==> src/common/rv_pkg.sv <==
`default_nettype none

package rv_pkg;

  // machine word and register file geometry
  localparam int xlen_c = 32;
  localparam int nregs_c = 32;

  typedef logic [xlen_c-1:0] word_t;
  typedef logic [$clog2(nregs_c)-1:0] reg_idx_t;

  // first fetch address after reset
  localparam word_t reset_pc_c = 32'h0000_0000;

  // base opcodes handled by this core, everything else decodes as illegal
  typedef enum logic [6:0] {
    opc_lui    = 7'b0110111,
    opc_auipc  = 7'b0010111,
    opc_op_imm = 7'b0010011,
    opc_op     = 7'b0110011,
    opc_branch = 7'b1100011,
    opc_jal    = 7'b1101111,
    opc_jalr   = 7'b1100111,
    opc_load   = 7'b0000011,
    opc_store  = 7'b0100011,
    opc_system = 7'b1110011
  } opcode_e;

  // encoded as {funct7[5], funct3} so that R-type maps straight across
  typedef enum logic [3:0] {
    alu_add  = 4'b0000,
    alu_sll  = 4'b0001,
    alu_slt  = 4'b0010,
    alu_sltu = 4'b0011,
    alu_xor  = 4'b0100,
    alu_srl  = 4'b0101,
    alu_or   = 4'b0110,
    alu_and  = 4'b0111,
    alu_sub  = 4'b1000,
    alu_sra  = 4'b1101
  } alu_op_e;

  // same values as the branch funct3 field
  typedef enum logic [2:0] {
    cond_eq  = 3'b000,
    cond_ne  = 3'b001,
    cond_lt  = 3'b100,
    cond_ge  = 3'b101,
    cond_ltu = 3'b110,
    cond_geu = 3'b111
  } branch_cond_e;

  // write-back source
  typedef enum logic [1:0] {
    wb_alu      = 2'b00,
    wb_pc_plus4 = 2'b01,
    wb_load     = 2'b10,
    wb_none     = 2'b11
  } wb_sel_e;

  typedef struct packed {
    reg_idx_t     rs1;
    reg_idx_t     rs2;
    reg_idx_t     rd;
    word_t        imm;
    alu_op_e      alu_op;
    logic         use_pc_a;
    logic         use_imm_b;
    logic         branch;
    branch_cond_e cond;
    logic         jal;
    logic         jalr;
    logic         mem_read;
    logic         mem_write;
    wb_sel_e      wb_sel;
    logic         halt;
    logic         illegal;
  } decoded_t;

  // wishbone classic, master to slave
  typedef struct packed {
    logic       cyc;
    logic       stb;
    logic       we;
    word_t      adr;
    word_t      dat;
    logic [3:0] sel;
  } wb_req_t;

  // wishbone classic, slave to master
  typedef struct packed {
    logic  ack;
    word_t dat;
  } wb_rsp_t;

endpackage

`default_nettype wire

==> src/logic/insn_decoder.sv <==
`default_nettype none

module insn_decoder (
  input  rv_pkg::word_t    i_insn,
  output rv_pkg::decoded_t o_dec
);
  import rv_pkg::*;

  opcode_e    opcode;
  logic [2:0] funct3;
  logic [6:0] funct7;
  word_t      imm_i;
  word_t      imm_s;
  word_t      imm_b;
  word_t      imm_j;
  word_t      imm_u;

  assign opcode = opcode_e'(i_insn[6:0]);
  assign funct3 = i_insn[14:12];
  assign funct7 = i_insn[31:25];

  // sign-extended immediates, one per format
  assign imm_i = {{20{i_insn[31]}}, i_insn[31:20]};
  assign imm_s = {{20{i_insn[31]}}, i_insn[31:25], i_insn[11:7]};
  assign imm_b = {{19{i_insn[31]}}, i_insn[31], i_insn[7], i_insn[30:25], i_insn[11:8], 1'b0};
  assign imm_j = {{11{i_insn[31]}}, i_insn[31], i_insn[19:12], i_insn[20], i_insn[30:21], 1'b0};
  assign imm_u = {i_insn[31:12], 12'b0};

  always_comb begin
    o_dec = '0;
    o_dec.rs1 = i_insn[19:15];
    o_dec.rs2 = i_insn[24:20];
    o_dec.rd = i_insn[11:7];
    o_dec.imm = imm_i;
    o_dec.alu_op = alu_add;
    o_dec.cond = branch_cond_e'(funct3);
    o_dec.wb_sel = wb_none;
    case (opcode)
      opc_lui: begin
        // x0 + imm
        o_dec.rs1 = '0;
        o_dec.imm = imm_u;
        o_dec.use_imm_b = 1'b1;
        o_dec.wb_sel = wb_alu;
      end
      opc_auipc: begin
        o_dec.imm = imm_u;
        o_dec.use_pc_a = 1'b1;
        o_dec.use_imm_b = 1'b1;
        o_dec.wb_sel = wb_alu;
      end
      opc_op_imm: begin
        o_dec.use_imm_b = 1'b1;
        o_dec.wb_sel = wb_alu;
        case (funct3)
          3'b001: begin
            if (funct7 == 7'b0000000) begin
              o_dec.alu_op = alu_sll;
            end else begin
              o_dec.illegal = 1'b1;
            end
          end
          3'b101: begin
            if (funct7 == 7'b0000000) begin
              o_dec.alu_op = alu_srl;
            end else if (funct7 == 7'b0100000) begin
              o_dec.alu_op = alu_sra;
            end else begin
              o_dec.illegal = 1'b1;
            end
          end
          // imm[30] is data here, not a sub/sra select
          default: o_dec.alu_op = alu_op_e'({1'b0, funct3});
        endcase
      end
      opc_op: begin
        o_dec.wb_sel = wb_alu;
        if (funct7 == 7'b0000000) begin
          o_dec.alu_op = alu_op_e'({1'b0, funct3});
        end else if (funct7 == 7'b0100000 && (funct3 == 3'b000 || funct3 == 3'b101)) begin
          o_dec.alu_op = alu_op_e'({1'b1, funct3});
        end else begin
          // includes the whole M extension (funct7 = 1)
          o_dec.illegal = 1'b1;
        end
      end
      opc_branch: begin
        o_dec.imm = imm_b;
        o_dec.branch = 1'b1;
        o_dec.illegal = (funct3 == 3'b010) || (funct3 == 3'b011);
      end
      opc_jal: begin
        o_dec.imm = imm_j;
        o_dec.jal = 1'b1;
        o_dec.wb_sel = wb_pc_plus4;
      end
      opc_jalr: begin
        o_dec.use_imm_b = 1'b1;
        o_dec.jalr = 1'b1;
        o_dec.wb_sel = wb_pc_plus4;
        o_dec.illegal = (funct3 != 3'b000);
      end
      opc_load: begin
        o_dec.use_imm_b = 1'b1;
        o_dec.mem_read = 1'b1;
        o_dec.wb_sel = wb_load;
        // word access only
        o_dec.illegal = (funct3 != 3'b010);
      end
      opc_store: begin
        o_dec.imm = imm_s;
        o_dec.use_imm_b = 1'b1;
        o_dec.mem_write = 1'b1;
        o_dec.illegal = (funct3 != 3'b010);
      end
      opc_system: begin
        // only ecall, every other field zero
        o_dec.halt = (i_insn[31:7] == 25'd0);
        o_dec.illegal = (i_insn[31:7] != 25'd0);
      end
      default: o_dec.illegal = 1'b1;
    endcase
  end

endmodule

`default_nettype wire

==> src/logic/alu.sv <==
`default_nettype none

module alu (
  input  rv_pkg::alu_op_e      i_op,
  input  rv_pkg::word_t        i_a,
  input  rv_pkg::word_t        i_b,
  input  rv_pkg::branch_cond_e i_cond,
  output rv_pkg::word_t        o_result,
  output logic                 o_taken
);
  import rv_pkg::*;

  logic [4:0] shamt;
  logic       lt_s;
  logic       lt_u;
  logic       eq;

  assign shamt = i_b[4:0];

  // shared by slt/sltu and the branch compare
  assign lt_s = $signed(i_a) < $signed(i_b);
  assign lt_u = i_a < i_b;
  assign eq = (i_a == i_b);

  always_comb begin
    case (i_op)
      alu_add: o_result = i_a + i_b;
      alu_sub: o_result = i_a - i_b;
      alu_sll: o_result = i_a << shamt;
      alu_slt: o_result = word_t'(lt_s);
      alu_sltu: o_result = word_t'(lt_u);
      alu_xor: o_result = i_a ^ i_b;
      alu_srl: o_result = i_a >> shamt;
      alu_sra: o_result = $unsigned($signed(i_a) >>> shamt);
      alu_or: o_result = i_a | i_b;
      alu_and: o_result = i_a & i_b;
      default: o_result = '0;
    endcase
  end

  // branch outcome, independent of i_op
  always_comb begin
    case (i_cond)
      cond_eq: o_taken = eq;
      cond_ne: o_taken = !eq;
      cond_lt: o_taken = lt_s;
      cond_ge: o_taken = !lt_s;
      cond_ltu: o_taken = lt_u;
      cond_geu: o_taken = !lt_u;
      default: o_taken = 1'b0;
    endcase
  end

endmodule

`default_nettype wire

==> src/logic/reg_file.sv <==
`default_nettype none

module reg_file (
  input  logic             clk,
  input  logic             rst,
  input  rv_pkg::reg_idx_t i_rs1,
  input  rv_pkg::reg_idx_t i_rs2,
  output rv_pkg::word_t    o_rs1_data,
  output rv_pkg::word_t    o_rs2_data,
  input  logic             i_we,
  input  rv_pkg::reg_idx_t i_rd,
  input  rv_pkg::word_t    i_rd_data
);
  import rv_pkg::*;

  word_t regs [nregs_c];

  // x0 is never written, so it keeps its reset value
  always_ff @(posedge clk) begin
    if (rst) begin
      for (int i = 0; i < nregs_c; i++) begin
        regs[i] <= '0;
      end
    end else if (i_we && (i_rd != '0)) begin
      regs[i_rd] <= i_rd_data;
    end
  end

  // combinational read
  assign o_rs1_data = regs[i_rs1];
  assign o_rs2_data = regs[i_rs2];

  // x0 must read zero on both ports, whatever was written to it
  a_x0_zero: assert property (@(posedge clk) disable iff (rst)
    ((i_rs1 == '0) -> (o_rs1_data == '0)) && ((i_rs2 == '0) -> (o_rs2_data == '0)));

endmodule

`default_nettype wire

==> src/core/core_control.sv <==
`default_nettype none

module core_control (
  input  logic                 clk,
  input  logic                 rst,
  output rv_pkg::word_t        o_insn,
  input  rv_pkg::decoded_t     i_dec,
  input  rv_pkg::word_t        i_rs1_data,
  input  rv_pkg::word_t        i_rs2_data,
  output rv_pkg::alu_op_e      o_alu_op,
  output rv_pkg::word_t        o_alu_a,
  output rv_pkg::word_t        o_alu_b,
  output rv_pkg::branch_cond_e o_cond,
  input  rv_pkg::word_t        i_alu_result,
  input  logic                 i_taken,
  output logic                 o_rf_we,
  output rv_pkg::reg_idx_t     o_rf_rd,
  output rv_pkg::word_t        o_rf_data,
  output rv_pkg::wb_req_t      o_ibus,
  input  rv_pkg::wb_rsp_t      i_ibus,
  output rv_pkg::wb_req_t      o_dbus,
  input  rv_pkg::wb_rsp_t      i_dbus,
  output logic                 o_halt,
  output logic                 o_illegal
);
  import rv_pkg::*;

  typedef enum logic [1:0] {
    st_fetch,
    st_execute,
    st_memory,
    st_halted
  } state_e;

  state_e state_q;
  word_t  pc_q;
  word_t  insn_q;
  logic   ibus_cyc_q;
  logic   dbus_cyc_q;
  logic   dbus_we_q;
  word_t  dbus_adr_q;
  word_t  dbus_dat_q;
  logic   illegal_q;
  word_t  pc_plus4;
  word_t  pc_target;
  word_t  pc_next;
  logic   is_mem;
  logic   misaligned;
  logic   stop;
  logic   ibus_done;
  logic   dbus_done;

  assign ibus_done = ibus_cyc_q && i_ibus.ack;
  assign dbus_done = dbus_cyc_q && i_dbus.ack;

  // operand select for the ALU and the branch compare
  assign o_insn = insn_q;
  assign o_alu_op = i_dec.alu_op;
  assign o_cond = i_dec.cond;
  assign o_alu_a = i_dec.use_pc_a ? pc_q : i_rs1_data;
  assign o_alu_b = i_dec.use_imm_b ? i_dec.imm : i_rs2_data;

  assign pc_plus4 = pc_q + 32'd4;
  assign pc_target = pc_q + i_dec.imm;
  assign is_mem = i_dec.mem_read || i_dec.mem_write;
  assign misaligned = is_mem && (i_alu_result[1:0] != 2'b00);
  assign stop = i_dec.halt || i_dec.illegal || misaligned;

  always_comb begin
    pc_next = pc_plus4;
    if (i_dec.jalr) begin
      pc_next = {i_alu_result[xlen_c-1:1], 1'b0};
    end else if (i_dec.jal || (i_dec.branch && i_taken)) begin
      pc_next = pc_target;
    end
  end

  always_ff @(posedge clk) begin
    if (rst) begin
      state_q <= st_fetch;
      pc_q <= reset_pc_c;
      ibus_cyc_q <= 1'b0;
      dbus_cyc_q <= 1'b0;
      illegal_q <= 1'b0;
    end else begin
      case (state_q)
        st_fetch: begin
          // request raised one cycle after reset and held until ack
          ibus_cyc_q <= !ibus_done;
          if (ibus_done) begin
            state_q <= st_execute;
          end
        end
        st_execute: begin
          if (stop) begin
            state_q <= st_halted;
            illegal_q <= i_dec.illegal || misaligned;
          end else if (is_mem) begin
            dbus_cyc_q <= 1'b1;
            state_q <= st_memory;
          end else begin
            pc_q <= pc_next;
            ibus_cyc_q <= 1'b1;
            state_q <= st_fetch;
          end
        end
        st_memory: begin
          if (dbus_done) begin
            dbus_cyc_q <= 1'b0;
            pc_q <= pc_plus4;
            ibus_cyc_q <= 1'b1;
            state_q <= st_fetch;
          end
        end
        default: begin
          // halted until reset
          state_q <= st_halted;
        end
      endcase
    end
  end

  // instruction and data request payload
  always_ff @(posedge clk) begin
    if (rst) begin
      insn_q <= '0;
    end else if (ibus_done) begin
      insn_q <= i_ibus.dat;
    end
    if (state_q == st_execute) begin
      dbus_adr_q <= i_alu_result;
      dbus_dat_q <= i_rs2_data;
      dbus_we_q <= i_dec.mem_write;
    end
  end

  always_comb begin
    o_rf_we = 1'b0;
    if (state_q == st_execute) begin
      o_rf_we = !stop && (i_dec.wb_sel inside {wb_alu, wb_pc_plus4});
    end else if (state_q == st_memory) begin
      o_rf_we = dbus_done && (i_dec.wb_sel == wb_load);
    end
  end

  assign o_rf_rd = i_dec.rd;

  always_comb begin
    case (i_dec.wb_sel)
      wb_alu: o_rf_data = i_alu_result;
      wb_pc_plus4: o_rf_data = pc_plus4;
      wb_load: o_rf_data = i_dbus.dat;
      default: o_rf_data = '0;
    endcase
  end

  always_comb begin
    o_ibus = '0;
    o_ibus.cyc = ibus_cyc_q;
    o_ibus.stb = ibus_cyc_q;
    o_ibus.adr = pc_q;
    o_ibus.sel = 4'hf;
    o_dbus.cyc = dbus_cyc_q;
    o_dbus.stb = dbus_cyc_q;
    o_dbus.we = dbus_we_q;
    o_dbus.adr = dbus_adr_q;
    o_dbus.dat = dbus_dat_q;
    o_dbus.sel = 4'hf;
  end

  assign o_halt = (state_q == st_halted);
  assign o_illegal = illegal_q;

  // address held across wait states on both masters
  a_ibus_adr_stable: assert property (@(posedge clk) disable iff (rst)
    (o_ibus.stb && !i_ibus.ack) |=> $stable(o_ibus.adr));
  a_dbus_adr_stable: assert property (@(posedge clk) disable iff (rst)
    (o_dbus.stb && !i_dbus.ack) |=> $stable(o_dbus.adr));

  a_dbus_aligned: assert property (@(posedge clk) disable iff (rst)
    o_dbus.stb |-> (o_dbus.adr[1:0] == 2'b00));

endmodule

`default_nettype wire

==> src/core/rv_core.sv <==
`default_nettype none

module rv_core (
  input  logic            clk,
  input  logic            rst,
  output rv_pkg::wb_req_t o_ibus,
  input  rv_pkg::wb_rsp_t i_ibus,
  output rv_pkg::wb_req_t o_dbus,
  input  rv_pkg::wb_rsp_t i_dbus,
  output logic            o_halt,
  output logic            o_illegal
);
  import rv_pkg::*;

  word_t        insn;
  decoded_t     dec;
  word_t        rs1_data;
  word_t        rs2_data;
  alu_op_e      alu_op;
  word_t        alu_a;
  word_t        alu_b;
  branch_cond_e cond;
  word_t        alu_result;
  logic         taken;
  logic         rf_we;
  reg_idx_t     rf_rd;
  word_t        rf_data;

  core_control i_core_control (
    .clk          (clk),
    .rst          (rst),
    .o_insn       (insn),
    .i_dec        (dec),
    .i_rs1_data   (rs1_data),
    .i_rs2_data   (rs2_data),
    .o_alu_op     (alu_op),
    .o_alu_a      (alu_a),
    .o_alu_b      (alu_b),
    .o_cond       (cond),
    .i_alu_result (alu_result),
    .i_taken      (taken),
    .o_rf_we      (rf_we),
    .o_rf_rd      (rf_rd),
    .o_rf_data    (rf_data),
    .o_ibus       (o_ibus),
    .i_ibus       (i_ibus),
    .o_dbus       (o_dbus),
    .i_dbus       (i_dbus),
    .o_halt       (o_halt),
    .o_illegal    (o_illegal)
  );

  insn_decoder i_insn_decoder (
    .i_insn (insn),
    .o_dec  (dec)
  );

  alu i_alu (
    .i_op     (alu_op),
    .i_a      (alu_a),
    .i_b      (alu_b),
    .i_cond   (cond),
    .o_result (alu_result),
    .o_taken  (taken)
  );

  // read indices come straight from the decoded instruction
  reg_file i_reg_file (
    .clk        (clk),
    .rst        (rst),
    .i_rs1      (dec.rs1),
    .i_rs2      (dec.rs2),
    .o_rs1_data (rs1_data),
    .o_rs2_data (rs2_data),
    .i_we       (rf_we),
    .i_rd       (rf_rd),
    .i_rd_data  (rf_data)
  );

endmodule

`default_nettype wire

==> config.mk <==
export PLATFORM = sky130hd
export DESIGN_NAME = rv_core
export DESIGN_NICKNAME = d
export VERILOG_FILES = /design/src/common/rv_pkg.sv /design/src/logic/insn_decoder.sv /design/src/logic/alu.sv /design/src/logic/reg_file.sv /design/src/core/core_control.sv /design/src/core/rv_core.sv
export SDC_FILE = /design/constraint.sdc
export NUM_CORES = 2
export LEC_CHECK = 0
export BUFFER_PORTS_ARGS = -buffer_cell sky130_fd_sc_hd__buf_2
export CAP_MARGIN = 5
export CORE_UTILIZATION = 50
export DETAILED_ROUTE_END_ITERATION = 8
export PLACE_DENSITY = 0.71
export SYNTH_ARGS = -nofsm -noshare
export SYNTH_HDL_FRONTEND = slang
export SYNTH_SLANG_ARGS = --single-unit
==> constraint.sdc <==
create_clock -name clk -period 10.5 [get_ports clk]
set_clock_uncertainty 0.15 [all_clocks]
set_input_delay 0.525 -clock clk [delete_from_list [all_inputs] [get_ports clk]]
set_output_delay 0.525 -clock clk [all_outputs]
set_load 0.005 [all_outputs]
After elaboration in Yosys (flattened, before gate mapping):

Memories as Yosys holds them, arrays and structs flattened. A register that Yosys moved wholly into a read port is not among the register bits.
Cells that the tools add are included.

* bits in registers: 134
* RAM bits: 1024
* input bits: 68
* output and inout port bits: 144
* word-level logic and storage cells: 167
* memories kept: 1

Memory list
* i_reg_file.regs: depth 32, width 32, rd ports 2, clocked after Yosys merged registers in 1, write ports 32, RTL line reg_file.sv:16 `word_t regs [nregs_c];`

* add/subtract/negate cells: 4
* order comparisons: 2
* equality and inequality tests: 39
* shift operators: 3
* multiplexer cells: 61
* bitwise operators: 3
* reductions and logical operators: 45

Operators with widths (number)
* $pmux W32 S10: 1
* $mux W32: 8
* $pmux W31 S4: 1
* $pmux W32 S3: 1
* $add A32 B32 Y32: 2
* $lt A32 B32 Y1: 2
* $pmux W32 S2: 1
* $add A32 B3 Y32 const B: 1
* $and A32 B32 Y32: 1
* $eq A32 B32 Y1: 1
* $or A32 B32 Y32: 1
* $reduce_or A32 Y1: 1
* $shl A32 B5 Y32: 1
* $shr A32 B5 Y32: 1
* $sshr A32 B5 Y32: 1
* $sub A32 B32 Y32: 1
* $xor A32 B32 Y32: 1
* $eq A7 B6 Y1 const B: 4
* $eq A7 B7 Y1 const B: 4
* $mux W1: 28
* $logic_not A25 Y1: 1
* $reduce_bool A25 Y1: 1
* $mux W5: 4
* $eq A4 B3 Y1 const B: 4
* 37 further kinds: 85

Depth between registers and ports, before layout:

* depth after elaboration: 20
* mapped depth: 30

By module:

A second synthesis with hierarchy kept.

* cells, all modules: 6993
* area, all modules: 74675.4 um^2

Modules (own cells, without submodules)
* reg_file: instances 1, cells an instance 4605, area each 56147.6 um^2, seq. area each 30749.5 um^2
* core_control: instances 1, cells an instance 1016, area each 9093.7 um^2, seq. area each 3333.2 um^2
* alu: instances 1, cells an instance 1237, area each 8519.4 um^2, seq. area each 0.0 um^2
* insn_decoder: instances 1, cells an instance 135, area each 914.6 um^2, seq. area each 0.0 um^2

Worst setup path after synthesis:

No wires, ideal clock.

* path kind: register to register
* start: register (tool-made name)
* end: memory i_reg_file.regs[14][0] (netlist name) (enable)
* setup time: 466 ps
* arrival: 8655 ps
* data required time: 9884 ps
* slack: 1229 ps
* cell stages (with the launch flop): 27
* period minus slack after synthesis: 9271 ps
* path through: dfxtp_1 > buf_2 > buf_4 > buf_2 > buf_2 > buf_1 > buf_1 > mux4_2 > mux4_2 > mux2_2 > o21ai_0 > ha_1 > clkbuf_1 > a21o_1 > a21o_1 > a21oi_1 > o21ai_0 > a21oi_1 > o211ai_1 > xnor2_1 > o31a_1 > o211ai_1 > nor4_4 > o2111ai_2 > buf_2 > buf_2 > o21ai_0

RTL lines (RTL line)
* to (decl): reg_file.sv:16

==> summary.md <==
| Metric | Value |
|---|---|
| Via count | 68190 |
| Core footprint | 0.1463 mm² |
| Total CTS buffers | ~130 |
| Vias in the first global route | 63650 |
| Min Clock Period, post-route | 9.557 ns |
| Gr usage total | between 40% and 50% |
| Crit end category | flop |
| Dpl hpwl | 249500 µm |
| Antenna-violating nets left | 0 |
| Outcome | finished, violations left |
| Most numerous cell in the Yosys netlist | edfxtp_1 |
| Most Frequent Cell on Critical Path | nor3_1 |
| Power per Cell Area | ~230 mW/mm² |
| Worst min path class | input port to flop |
| CP arrival | 9.93 ns |
| Starting Density | approximately half |
| Largest net degree at the start of global routing | approximately 120 |
| Max_slew headroom | -0.5129% |
| Clock latency on the worst-skew pair | 0.83 ns |
| # clock sinks | between 1000 and 1500 |
| Yosys reg bits | roughly 1200 |
| Synth top cells by count | edfxtp_1, nor2_1, nor3_1, mux4_2, clkbuf_1 |
| Final worst-path cycle share | 91.02% |
| Share of the synthesized area in the top cell type | 44.15% |
| Max Fclk | 0.1046 GHz |
| CP peak stage delay | approximately 1.0 ns |
| Routed len/inst | 41.63 µm |
| H-tree levels | 4 |
| Startpoint types | flop |
| Violated checks | DRC, capacitance limit, slew limit |
| Hold Violations, Final | 0 |
| Post-cts repair resize count | 0 |
| CTS tree | yes |
| Post-CTS Setup Repair Bufs | 0 |
| Largest area contributor in the netlist | edfxtp_1 |
| Max-cap check violation count | 2 |
| # IOs | 212 |
| Via density | around 7.7 |
| Peak VDD IR | 0.0001563 V |
| Pleak | 27.65 nW |
| Register area share after synthesis | a little under half |
| Clock Path Buffers | 3 |
| Total grt overflow | 0 |
| Post-Synthesis Cells | between 6000 and 7000 |
| Synth async-reset ratio | 0% |
| Hold-fix buffers, CTS | 30 |
| DRC viols | 3 |
| Slew @ Worst Pin | 1.496 ns |
| Die Y | slightly below 400 µm |
| Row count | 140 |
| Initial antenna violation count | 39 |
| Inst Count DP | 8503 |
| P&R area growth vs syn | 11.81% |
| Largest cells by area after synthesis | edfxtp_1, mux4_2, nor2_1 |
| Gp weighted congestion | 1.107 |
| Synth Flop Type | edfxtp_1 |
| Share of layout cells above drive strength 1 | 20.33% |
| Pins Over Slew Limit | 1 |
| Fillcell total | 11970 |
| Setup TNS | 0 ns |
| DIE AREA | approximately 0.15 mm² |
| Buffers on Ports | 170 |
| Reg2Reg Depth | 20 |
| Drt total wl | between 300000 and 400000 µm |
| Mapped Area | around 0.074 mm² |
| Iteration-0 DRC count of the detailed router | 13380 |
| Post-synth EDFFs | roughly 1100 |
| Yosys Warn Count | 0 |
| Die Wd | ~390 µm |
| Kind of critical path | flop to flop |
| CTS Root Cell | clkbuf_16 |
| Nets | 6956 |
| Final Non-Filler Cells | 8807 |
| Crit-path cells | and3b_1, a21o_1, buf_4, a221oi_1, a32oi_1, nand3_1, nor3_1, ha_1, or3_1, nor3_1, nand2_1, o211ai_1, xnor2_1, o31a_1, o211ai_1, nor4_4, o2111ai_4, buf_12, buf_4, nor3_1 |
| Hold Crit Depth | 5 |
| Worst-path maximum fanout | approximately 60 |
| Synth cell types | 105 |
| Pre-antenna DRT Iters | 9 |
| Syn_area_per_cell | 10.99 µm² |
| Worst EP required | between 10 and 15 ns |
| Finished Core Util | a little under three fifths |
| RSZ-0062 raised after global routing | no |
| Worst path slowest cell | nor3_1 |
| Clock-pin slew on the worst setup and hold paths | 0.06 ns |
| Final setup fails | 0 |
| First-pass GRT wire length | 502700 µm |
per-stage QoR:
stage,area [µm²],setup WS (ns),power (mW),hold WS [ns]
after floorplan,74330,1.229,10.50,0.3026
after global placement,78160,1.577,14.24,0.3545
after detailed placement,78160,1.548,14.22,0.3557
after CTS,82710,1.491,18.80,0.004910
after global routing,82730,0.8103,19.60,0.04624
final,82810,0.9431,19.37,0.07361
cells by family (layout without fill, tap and decap cells):
logic type	count (synthesis)	in the layout	share of synthesized area (%)
other	2	110	0.01014
adders and majority gates	137	137	2.345
and+or+nand+nor	2082	2082	12.98
muxes	690	690	16.24
AOI/OAI and AO/OA	1695	1695	16.13
xor gates and xnor gates	65	65	0.7686
buffers and inverters	904	948	5.375
DFF	1163	1163	46.15
layout make-up:
| class | instances | area [µm²] | area share, % |
|---|---|---|---|
| Sequential cell | 1163 | 34210 | 41.31 |
| Clock buffer | 160 | 3387 | 4.090 |
| Clock inverter | 75 | 855.8 | 1.033 |
| Inverter | 151 | 566.8 | 0.6844 |
| Multi-Input combinational cell | 4742 | 36950 | 44.62 |
| Tap cell | 1917 | 2399 | 2.896 |
| Timing Repair Buffer | 562 | 4347 | 5.249 |
| Antenna cell | 37 | 92.59 | 0.1118 |
state kept, by name (all words and copies together) (netlist names), named ones only:
signal	count
i_core_control.dbus_adr_q	32
i_core_control.o_insn	32
i_core_control.dbus_we_q	1
i_core_control.o_illegal	1
i_core_control.dbus_cyc_q	1
i_core_control.pc_q	32
i_core_control.state_q	2
i_core_control.ibus_cyc_q	1
i_reg_file.regs	1024
i_core_control.dbus_dat_q	32
path summary, 6_finish.rpt:
path | from | end | slack (ns)
max reg2reg | i_core_control.o_insn[4]$_SDFFE_PP0P_ | i_reg_file.regs[6][15]$_SDFFCE_PN0P_ | 0.94
min | i_dbus[32] | i_core_control.ibus_cyc_q$_SDFFE_PP0P_ | 0.07
max | i_core_control.o_insn[4]$_SDFFE_PP0P_ | i_reg_file.regs[6][15]$_SDFFCE_PN0P_ | 0.94
min reg2reg | i_core_control.o_insn[26]$_SDFFE_PP0P_ | i_core_control.o_insn[26]$_SDFFE_PP0P_ | 0.37
critical path, delay by kind of cell (launching register included):
kind | cells | cell delay [ns]
xor+xnor | 1 | 0.22
fa+ha+maj | 1 | 0.49
buf+inv | 3 | 1.45
compound gates | 7 | 2.88
flops | 1 | 0.73
simple gates | 8 | 3.25
per-layer routing:
layer | wire length [µm] | global-route usage, % | vias to the layer above
met4 | 38610 | 39.25 | 20
met1 | 116000 | 57.19 | 32770
met5 | 140 | 0 | -
li1 | - | - | 26250
met2 | 150700 | 68.05 | 7220
met3 | 61190 | 18.90 | 1931
where the power goes:
part	leakage [nW]	switching, mW	total [mW]	internal, mW
combinational	13.8	6.28	9.01	2.73
sequential	11.8	0.287	5.71	5.42
clock	2.05	2.07	4.65	2.58
cell usage in the layout (no fill, tap or decap), types with 29 or more instances in the layout:
cell type	count
edfxtp_1	1089
nor2_1	811
nor3_1	468
mux4_2	396
a21oi_1	368
nand2_1	326
buf_4	325
o21ai_0	234
buf_2	169
mux2i_1	164
a211oi_1	157
inv_1	140
ha_1	133
clkbuf_16	131
mux2_2	104
nand3_1	87
o211ai_1	81
a221o_1	77
a221oi_1	76
conb_1	73
o22ai_1	67
dfxtp_1	64
a22oi_1	63
a21o_1	55
o221ai_1	53
nor4_1	44
nand2b_1	40
xnor2_1	39
buf_12	38
diode_2	37
and2_1	37
o31ai_1	37
nor2b_1	34
a31oi_1	34
and3_1	31
or3_1	30
nand4_1	30
dlygate4sd3_1	30
clkinv_1	29
clkbuf_1	29
Power figures use the tool's default switching activity.
